<file path="config.mk">
export PLATFORM = sky130hd
export DESIGN_NAME = mister_ctrl_top
export DESIGN_NICKNAME = d
export VERILOG_FILES = /design/src/hdl/mister_pkg.sv /design/src/hdl/osd_status.sv /design/src/hdl/joy_source_mux.sv /design/src/hdl/game_input_map.sv /design/src/hdl/mister_ctrl_top.sv
export SDC_FILE = /design/constraint.sdc
export NUM_CORES = 1
export LEC_CHECK = 0
export BUFFER_PORTS_ARGS = -buffer_cell sky130_fd_sc_hd__buf_2
export CORE_MARGIN = 2
export CORE_UTILIZATION = 40
export DETAILED_ROUTE_END_ITERATION = 7
export MAX_ROUTING_LAYER = met4
export PLACE_DENSITY = 0.7
export SLEW_MARGIN = 10
export SYNTH_ARGS = -nofsm -noshare
export SYNTH_HDL_FRONTEND = slang
export SYNTH_HIERARCHICAL = 1
export SYNTH_SLANG_ARGS = --single-unit
</file>
<file path="constraint.sdc">
create_clock -name clk_sys -period 2.6 [get_ports clk_sys]
set_input_delay 0 -clock clk_sys [delete_from_list [all_inputs] [get_ports clk_sys]]
set_output_delay 0 -clock clk_sys [all_outputs]
set_load 0.02 [all_outputs]
</file>
<file path="src/hdl/mister_pkg.sv">
// ~~~~~~~~~~~~~~~~~~~~~~~~~~~~~~~~~~~~~~~~
// MiSTer control package
// Widths, OSD status bit positions and the
// shared types of the player input path
// ~~~~~~~~~~~~~~~~~~~~~~~~~~~~~~~~~~~~~~~~

`default_nettype none

package mister_pkg;

    // Bus and word widths
    localparam int STATUS_W   = 64;
    localparam int WB_DW      = 32;
    localparam int JOY_W      = 16;
    localparam int GAME_JOY_W = 10;
    localparam int PLAYERS    = 4;

    // Decoded field widths
    localparam int OFFSET_W   = 4;
    localparam int SCALE_W    = 4;
    localparam int MENUMASK_W = 16;
    localparam int CORE_MOD_W = 7;

    // Field positions inside the OSD status word
    localparam int HSIZE_EN_BIT    = 19;
    localparam int HSIZE_SCALE_LSB = 20;
    localparam int HOFF_LSB        = 24;
    localparam int VOFF_LSB        = 28;
    localparam int DB15_1_BIT      = 61;
    localparam int DB15_2_BIT      = 62;

    // Bits of a raw DB15 word used by the remap
    localparam int DB15_SEL_BIT   = 5;
    localparam int DB15_START_BIT = 10;
    localparam int DB15_COIN_BIT  = 11;

    typedef logic [STATUS_W-1:0]   status_t;
    typedef logic [WB_DW-1:0]      wb_data_t;
    typedef logic [JOY_W-1:0]      joy_word_t;
    typedef logic [GAME_JOY_W-1:0] game_joy_t;
    typedef logic [OFFSET_W-1:0]   offset_t;
    typedef logic [MENUMASK_W-1:0] menumask_t;

endpackage

`default_nettype wire

</file>
<file path="src/hdl/osd_status.sv">
// ~~~~~~~~~~~~~~~~~~~~~~~~~~~~~~~~~~~~~~~~
// OSD status register
// Wishbone slave for the two status halves
// and decode of the video and DB15 fields
// ~~~~~~~~~~~~~~~~~~~~~~~~~~~~~~~~~~~~~~~~

`default_nettype none

module osd_status
    import mister_pkg::*;
(
    input  logic                  clk_sys,
    input  logic                  rst,

    // Host port
    input  logic                  wb_cyc,
    input  logic                  wb_stb,
    input  logic                  wb_we,
    input  logic                  wb_adr,
    input  wb_data_t              wb_dat_w,
    output wb_data_t              wb_dat_r,
    output logic                  wb_ack,

    // Core configuration
    input  logic [CORE_MOD_W-1:0] core_mod,
    input  logic                  direct_video,

    // Decoded status
    output status_t               status,
    output offset_t               hoffset,
    output offset_t               voffset,
    output logic                  hsize_enable,
    output logic [SCALE_W-1:0]    hsize_scale,
    output menumask_t             status_menumask,
    output logic                  db15_1_en,
    output logic                  db15_2_en
);

    logic access;

    // New access only when ack was low in the previous cycle
    assign access = wb_cyc & wb_stb & ~wb_ack;

    always_ff @(posedge clk_sys) begin
        if (rst) begin
            wb_ack <= 1'b0;
        end else begin
            wb_ack <= access;
        end
    end

    // Write lands together with the rising ack
    always_ff @(posedge clk_sys) begin
        if (rst) begin
            status <= '0;
        end else if (access && wb_we) begin
            if (wb_adr) begin
                status[STATUS_W-1:WB_DW] <= wb_dat_w;
            end else begin
                status[WB_DW-1:0] <= wb_dat_w;
            end
        end
    end

    // Read data valid while ack is high
    always_ff @(posedge clk_sys) begin
        if (access) begin
            wb_dat_r <= wb_adr ? status[STATUS_W-1:WB_DW] : status[WB_DW-1:0];
        end
    end

    // Video offsets and horizontal scaler
    assign hoffset      = status[HOFF_LSB +: OFFSET_W];
    assign voffset      = status[VOFF_LSB +: OFFSET_W];
    assign hsize_enable = status[HSIZE_EN_BIT];
    assign hsize_scale  = status[HSIZE_SCALE_LSB +: SCALE_W];

    // Menu entries hidden by the OSD
    always_comb begin
        status_menumask    = '0;
        status_menumask[2] = ~hsize_enable;
        status_menumask[1] = ~core_mod[0];
        status_menumask[0] = direct_video;
    end

    // DB15 port enables
    assign db15_1_en = status[DB15_1_BIT];
    assign db15_2_en = status[DB15_2_BIT];

endmodule

`default_nettype wire

</file>
<file path="src/hdl/joy_source_mux.sv">
// ~~~~~~~~~~~~~~~~~~~~~~~~~~~~~~~~~~~~~~~~
// Joystick source selection
// Remaps DB15 words and shifts USB slots
// ~~~~~~~~~~~~~~~~~~~~~~~~~~~~~~~~~~~~~~~~

`default_nettype none

module joy_source_mux
    import mister_pkg::*;
#(
    parameter int BUTTONS = 2
)(
    input  logic      clk_sys,
    input  logic      rst,

    input  logic      db15_1_en,
    input  logic      db15_2_en,

    input  joy_word_t joydb_1,
    input  joy_word_t joydb_2,
    input  joy_word_t usb_joy1,
    input  joy_word_t usb_joy2,
    input  joy_word_t usb_joy3,
    input  joy_word_t usb_joy4,

    output joy_word_t sel_joy1,
    output joy_word_t sel_joy2,
    output joy_word_t sel_joy3,
    output joy_word_t sel_joy4
);

    joy_word_t db15_1_map;
    joy_word_t db15_2_map;
    joy_word_t nxt_joy1;
    joy_word_t nxt_joy2;
    joy_word_t nxt_joy3;
    joy_word_t nxt_joy4;

    // Start and coin move just above the buttons
    function automatic joy_word_t remap_db15(input joy_word_t raw);
        joy_word_t res;
        res = '0;
        res[BUTTONS+3:0] = raw[BUTTONS+3:0];
        res[BUTTONS+4]   = raw[DB15_START_BIT];
        // Coin also from start plus select
        res[BUTTONS+5]   = raw[DB15_COIN_BIT] |
                           (raw[DB15_START_BIT] & raw[DB15_SEL_BIT]);
        return res;
    endfunction

    assign db15_1_map = remap_db15(joydb_1);
    assign db15_2_map = remap_db15(joydb_2);

    // USB slots slide down behind active DB15 ports
    always_comb begin
        nxt_joy1 = db15_1_en ? db15_1_map : usb_joy1;
        nxt_joy2 = db15_2_en ? db15_2_map : (db15_1_en ? usb_joy1 : usb_joy2);
        nxt_joy3 = db15_1_en ? usb_joy1 : (db15_2_en ? usb_joy2 : usb_joy3);
        nxt_joy4 = db15_1_en ? usb_joy2 : (db15_2_en ? usb_joy3 : usb_joy4);
    end

    always_ff @(posedge clk_sys) begin
        if (rst) begin
            sel_joy1 <= '0;
            sel_joy2 <= '0;
            sel_joy3 <= '0;
            sel_joy4 <= '0;
        end else begin
            sel_joy1 <= nxt_joy1;
            sel_joy2 <= nxt_joy2;
            sel_joy3 <= nxt_joy3;
            sel_joy4 <= nxt_joy4;
        end
    end

endmodule

`default_nettype wire

</file>
<file path="src/hdl/game_input_map.sv">
// ~~~~~~~~~~~~~~~~~~~~~~~~~~~~~~~~~~~~~~~~
// Game input formatting
// Joystick, start and coin per player
// ~~~~~~~~~~~~~~~~~~~~~~~~~~~~~~~~~~~~~~~~

`default_nettype none

module game_input_map
    import mister_pkg::*;
#(
    parameter int BUTTONS                = 2,
    parameter bit GAME_INPUTS_ACTIVE_LOW = 1'b1
)(
    input  logic               clk_sys,
    input  logic               rst,

    input  joy_word_t          sel_joy1,
    input  joy_word_t          sel_joy2,
    input  joy_word_t          sel_joy3,
    input  joy_word_t          sel_joy4,

    output game_joy_t          game_joystick1,
    output game_joy_t          game_joystick2,
    output game_joy_t          game_joystick3,
    output game_joy_t          game_joystick4,
    output logic [PLAYERS-1:0] game_start,
    output logic [PLAYERS-1:0] game_coin
);

    // Polarity applied to every output bit
    localparam logic POL = GAME_INPUTS_ACTIVE_LOW;

    joy_word_t sel  [PLAYERS];
    game_joy_t joy_q[PLAYERS];

    assign sel[0] = sel_joy1;
    assign sel[1] = sel_joy2;
    assign sel[2] = sel_joy3;
    assign sel[3] = sel_joy4;

    // Directions and buttons only
    function automatic game_joy_t fmt_joy(input joy_word_t word);
        game_joy_t res;
        res = '0;
        res[BUTTONS+3:0] = word[BUTTONS+3:0];
        return res;
    endfunction

    always_ff @(posedge clk_sys) begin
        if (rst) begin
            for (int n = 0; n < PLAYERS; n++) begin
                joy_q[n] <= {GAME_JOY_W{POL}};
            end
            game_start <= {PLAYERS{POL}};
            game_coin  <= {PLAYERS{POL}};
        end else begin
            for (int n = 0; n < PLAYERS; n++) begin
                joy_q[n]      <= fmt_joy(sel[n]) ^ {GAME_JOY_W{POL}};
                game_start[n] <= sel[n][BUTTONS+4] ^ POL;
                game_coin[n]  <= sel[n][BUTTONS+5] ^ POL;
            end
        end
    end

    assign game_joystick1 = joy_q[0];
    assign game_joystick2 = joy_q[1];
    assign game_joystick3 = joy_q[2];
    assign game_joystick4 = joy_q[3];

endmodule

`default_nettype wire

</file>
<file path="src/hdl/mister_ctrl_top.sv">
// ~~~~~~~~~~~~~~~~~~~~~~~~~~~~~~~~~~~~~~~~
// MiSTer control top level
// OSD status decode, joystick source mux
// and game input formatting
// ~~~~~~~~~~~~~~~~~~~~~~~~~~~~~~~~~~~~~~~~

`default_nettype none

module mister_ctrl_top
    import mister_pkg::*;
#(
    parameter int BUTTONS                = 2,
    parameter bit GAME_INPUTS_ACTIVE_LOW = 1'b1
)(
    input  logic                  clk_sys,
    input  logic                  rst,

    // Host status port
    input  logic                  wb_cyc,
    input  logic                  wb_stb,
    input  logic                  wb_we,
    input  logic                  wb_adr,
    input  wb_data_t              wb_dat_w,
    output wb_data_t              wb_dat_r,
    output logic                  wb_ack,

    input  logic [CORE_MOD_W-1:0] core_mod,
    input  logic                  direct_video,

    // Raw joystick sources
    input  joy_word_t             joydb_1,
    input  joy_word_t             joydb_2,
    input  joy_word_t             usb_joy1,
    input  joy_word_t             usb_joy2,
    input  joy_word_t             usb_joy3,
    input  joy_word_t             usb_joy4,

    // OSD settings
    output status_t               status,
    output offset_t               hoffset,
    output offset_t               voffset,
    output logic                  hsize_enable,
    output logic [SCALE_W-1:0]    hsize_scale,
    output menumask_t             status_menumask,

    // Game side
    output game_joy_t             game_joystick1,
    output game_joy_t             game_joystick2,
    output game_joy_t             game_joystick3,
    output game_joy_t             game_joystick4,
    output logic [PLAYERS-1:0]    game_start,
    output logic [PLAYERS-1:0]    game_coin
);

    logic      db15_1_en;
    logic      db15_2_en;
    joy_word_t sel_joy1;
    joy_word_t sel_joy2;
    joy_word_t sel_joy3;
    joy_word_t sel_joy4;

    osd_status u_status (
        .clk_sys         ( clk_sys         ),
        .rst             ( rst             ),
        .wb_cyc          ( wb_cyc          ),
        .wb_stb          ( wb_stb          ),
        .wb_we           ( wb_we           ),
        .wb_adr          ( wb_adr          ),
        .wb_dat_w        ( wb_dat_w        ),
        .wb_dat_r        ( wb_dat_r        ),
        .wb_ack          ( wb_ack          ),
        .core_mod        ( core_mod        ),
        .direct_video    ( direct_video    ),
        .status          ( status          ),
        .hoffset         ( hoffset         ),
        .voffset         ( voffset         ),
        .hsize_enable    ( hsize_enable    ),
        .hsize_scale     ( hsize_scale     ),
        .status_menumask ( status_menumask ),
        .db15_1_en       ( db15_1_en       ),
        .db15_2_en       ( db15_2_en       )
    );

    joy_source_mux #(
        .BUTTONS   ( BUTTONS   )
    ) u_joymux (
        .clk_sys   ( clk_sys   ),
        .rst       ( rst       ),
        .db15_1_en ( db15_1_en ),
        .db15_2_en ( db15_2_en ),
        .joydb_1   ( joydb_1   ),
        .joydb_2   ( joydb_2   ),
        .usb_joy1  ( usb_joy1  ),
        .usb_joy2  ( usb_joy2  ),
        .usb_joy3  ( usb_joy3  ),
        .usb_joy4  ( usb_joy4  ),
        .sel_joy1  ( sel_joy1  ),
        .sel_joy2  ( sel_joy2  ),
        .sel_joy3  ( sel_joy3  ),
        .sel_joy4  ( sel_joy4  )
    );

    game_input_map #(
        .BUTTONS                ( BUTTONS                ),
        .GAME_INPUTS_ACTIVE_LOW ( GAME_INPUTS_ACTIVE_LOW )
    ) u_game (
        .clk_sys        ( clk_sys        ),
        .rst            ( rst            ),
        .sel_joy1       ( sel_joy1       ),
        .sel_joy2       ( sel_joy2       ),
        .sel_joy3       ( sel_joy3       ),
        .sel_joy4       ( sel_joy4       ),
        .game_joystick1 ( game_joystick1 ),
        .game_joystick2 ( game_joystick2 ),
        .game_joystick3 ( game_joystick3 ),
        .game_joystick4 ( game_joystick4 ),
        .game_start     ( game_start     ),
        .game_coin      ( game_coin      )
    );

endmodule

`default_nettype wire

</file>
# Word level (Yosys, flattened, before mapping)
# Memory sizes are Yosys's and may differ from the RTL's.
# Index checks and enable logic that the tools add are counted.
# Widths: inputs -> output; s select.
[word_totals]
mem_count = 1
ram_bits = 40
elab_cells = 55
input_bits = 142
output_inout_bits = 174
ff_bits = 137
[mem_list]
columns = ["memory", "words", "width", "read_ports", "rd_clocked_by_memory_dff", "wr", "line_no", "rtl"]
rows = [
  ["u_game.joy_q", 4, 10, 4, 0, 4, "game_input_map.sv:34", "game_joy_t joy_q[PLAYERS];"],
]
[classes]
n_reduce_logical = 3
muxes = 15
n_bitwise = 26
[ops]
columns = ["cell", "n"]
rows = [
  ["$mux 8", 7],
  ["$mux 10", 4],
  ["$not 6->10", 4],
  ["$mux 32", 1],
  ["$not 1->1", 12],
  ["$or 1x1->1", 6],
  ["$and 1x1->1", 4],
  ["$reduce_and 2->1", 2],
  ["$mux 1", 3],
  ["$logic_and 1x1->1", 1],
]

# Depth between registers and ports, before layout
[logic_depth]
ltp_word = 4
ltp_mapped = 5
ltp_nobuf = 3

# Cells and area by module
# Netlist, hierarchy kept.
[by_module_without_submodules]
columns = ["mod", "area_per_inst_um2", "n_inst", "cells_each", "seq_area_each_um2"]
rows = [
  ["osd_status", 4281.6, 1, 350, 2262.2],
  ["joy_source_mux", 2811.4, 1, 251, 1281.2],
  ["game_input_map", 979.7, 1, 84, 640.6],
]

# Least setup slack after synthesis
# OpenSTA, ideal clock, no wires.
[synth_path]
path_kind = "flip-flop to flip-flop"
start = "register u_status.wb_ack"
end = "register u_status.wb_dat_r[0], enable pin"
t_arrival_ns = 1.375
synth_period_minus_slack_ns = 1.768
setup_ns = 0.393
setup_slack_ns = 0.832
t_required_ns = 2.207
n_path_buf = 0
stages_incl_launch_ff = 3
path_cell_list = "dfxtp_1 > nor2b_4 > and2_1"
[synth_between]
elab_chain_len = 2
[synth_lines]
columns = ["item", "line_no", "rtl"]
rows = [
  ["start: declaration", "osd_status.sv:22", "output logic wb_ack,"],
  ["start signal: assignment", "osd_status.sv:48", "wb_ack <= access;"],
  ["$not 1->1", "osd_status.sv:42", "assign access = wb_cyc & wb_stb & ~wb_ack;"],
  ["$and 1x1->1", "osd_status.sv:42", ""],
  ["net u_status.access", "osd_status.sv:39", "logic access;"],
  ["end signal: assignment", "osd_status.sv:68", "wb_dat_r <= wb_adr ? status[STATUS_W-1:WB_DW] : status[WB_DW-1:0];"],
  ["end: declaration", "osd_status.sv:21", "output wb_data_t wb_dat_r,"],
]
# The timed path passes the listed nets, and every way through them passes these cells.
# A chain may end at the register's enable or synchronous reset.

# Worst setup path in the final report
[layout_path]
start = "register u_status.status[62]"
end = "register u_joymux.sel_joy4[0]"
[layout_between]
elab_chain_len = 2
[layout_lines]
columns = ["item", "line_no", "rtl"]
rows = [
  ["start: declaration", "osd_status.sv:29", "output status_t status,"],
  ["start signal: indexed assignment", "osd_status.sv:58", "status[STATUS_W-1:WB_DW] <= wb_dat_w;"],
  ["start signal: indexed assignment", "osd_status.sv:60", "status[WB_DW-1:0] <= wb_dat_w;"],
  ["$mux 8 (2 in series)", "joy_source_mux.sv:59", "nxt_joy4 = db15_1_en ? usb_joy2 : (db15_2_en ? usb_joy3 : usb_joy4);"],
  ["end signal: assignment", "joy_source_mux.sv:72", "sel_joy4 <= nxt_joy4;"],
  ["end: declaration", "joy_source_mux.sv:29", "output joy_word_t sel_joy4"],
]
# No other way between the ends.

==> impl_results.md <==
- Syn_area_per_cell: 11.8 um2
- Vias in the first global route: 5,064
- Post-Synthesis Cell Area: 6840 um2
- Min-delay worst type: in -> out
- CP Data Arrival Time: 2600 ps
- FF+latch area: 3540 um2
- Initial antenna violation count: 0
- Largest fanout on the critical path: 28
- PnR worst setup slack: 359 ps
- Sw frac: 24.1%
- CP Launch Type: register
- Final TNS setup: 0 ps
- Slew headroom: 26.0%
- Psw: 1.41 mW
- Initial Utilization: 41.1%
- Final nets: 1,008
- Final antenna-violating net count: 0
- Total Routed Length: 16,300 um
- Synth warn: 6
- Post-CTS setup buffer count: 0
- IO Port Bufs: 230
- Max Cap Viol: 0
- Crit Path Class: reg -> reg
- Full die area: 18,100 um2
- GP Congestion: 0.871
- Status: complete, no violations
- RSZ-0062 raised after global routing: false
- Pleak: 4.18 nW
- CTS Sinks: 161
- First-pass GRT wire length: 25,400 um
- Power Density: 629 nW/um2
- Min Clock Period, post-route: 2240 ps
- Max Clk Rate: 446 MHz
- H-tree Lvls: 4
- Core Region: 16,600 um2
- TritonCTS clock tree: built
- Register clock-pin slew on the reported worst setup and hold paths: 60 ps
- Worst VDD drop: 0.000417 V
- Placement Rows: 47
- Crit share post-route: 86.2%
- Vias per cell: 4.52
- CTS resizes: 0
- FILL cells: 1,419
- Clock power frac: 43.3%
- Clock root buffer: clkbuf_16
- Pin count of the biggest net entering global routing: 100
- Worst clock skew: 7.87 ps
- WL/cell: 14.8 um
- Synth Instances: 578
- Clk buf depth: 2
- Hpwl dp: 10,500 um
- Tightest Pin Transition: 1110 ps
- Sequential Power Share: 45.7%
- DR iter-0 viols: 286
- # DRC: 0
- Hold Vio Cnt, Final: 0
- Critical path capture point type: register
- Die height: 135 um
- GRT Util Overall: 18.4%
- First drt pass iteration count: 4
- # hold bufs at CTS: 95
- Die extent in x: 135 um
- Vias: 4,970
- Layout area overhead: 36.2%
- Combinational power share: 11.0%
- Internal power: 4.44 mW
- Setup violations, final: 0
- Slew Viols, Final: 0
- Clock latency on the worst-skew pair: 420 ps
- I/O Pins: 316
- Area of the multi-input gates: 2700 um2
- Final core occ: 55.9%
- Pre-CTS setup slack: 766 ps
- Cts bufs inserted: 17
- Share of cells above drive strength 1: 35.0%
- GRT Residual Overflow: 0
- Critical path data required time: 2960 ps
## flip-flops by register name, indices dropped and copies added, names as in the netlist
signal             flops
u_game/game_coin       4
u_game/game_start      4
u_game/joy_q          24
u_joymux/sel_joy1      8
u_joymux/sel_joy2      8
u_joymux/sel_joy3      8
u_joymux/sel_joy4      8
u_status/status       64
u_status/wb_ack        1
u_status/wb_dat_r     32
## stage by stage
step                      total power [mW]  instances  area (um2)  hold slack [ps]
after floorplan                       3.11        605        6940             76.6
after global placement                3.25        972        7760            0.273
after detailed placement              3.25        972        7760            0.273
after CTS                             5.91       1099        9310            0.273
after global routing                  6.08       1099        9310           0.0494
final                                 5.86       1100        9310           0.0263
## critical path, stage by stage, from the launching register on
cell	delay [ps]
dfxtp_1	310
buf_4	360
mux2i_1	130
dlygate4sd3_1	570
a211oi_1	240
dlygate4sd3_1	580
## path summary, 6_finish.rpt
kind / start / endpoint / slack [ps] / cells past startpoint
worst max register to register: u_status/status[62] / u_joymux/sel_joy4[0] / 360 / 5
worst min-delay path: direct_video / status_menumask[0] / 0.03 / 0
worst min register to register: u_joymux/sel_joy2[5] / u_game/joy_q[0][15] / 370 / 1
worst max-delay path: u_status/status[62] / u_joymux/sel_joy4[0] / 360 / 5
## layout by cell type (no fill, tap or decap), types with 2 or more instances in the layout
cell           count
a211oi_1          18
a211oi_2           6
buf_12             2
buf_2            229
buf_4              5
bufinv_16          2
clkbuf_1           2
clkbuf_16         18
conb_1            29
dfxtp_1          129
dlygate4sd3_1     95
edfxtp_1          32
inv_1              2
inv_2              2
inv_4              2
inv_6              5
mux2_2            31
mux2i_1           95
nand2_1            2
nand2b_1         128
nor2_1             8
nor2b_1           25
## power by group through the flow
stage               Sequential, mW  Combinational, mW  Clock [mW]
CTS                           2.68              0.641        2.60
finish                        2.68              0.645        2.54
floorplan                     2.81              0.301           0
detailed placement            2.73              0.521           0
global route                  2.68              0.692        2.70
global placement              2.73              0.518           0
## metal layers
layer / global-route usage [%] / routed length (um) / up-vias
met4: 8.77 / 533 / 0
met5: - / 0 / -
met3: 3.08 / 648 / 38
li1: - / - / 2449
met1: 22.3 / 7150 / 2317
met2: 29.8 / 8000 / 166
## cell type report
type	count	share of cell area, %
Clock buffer	20	4.92
Timing Repair Buffer	331	23.4
Inverter	4	0.161
Tap cell	220	2.96
Antenna cell	1	0.0269
Multi-Input combinational cell	351	29.0
Clock inverter	12	1.52
Sequential cell	161	38.1
No activity file was read; power rests on OpenSTA's default activity.
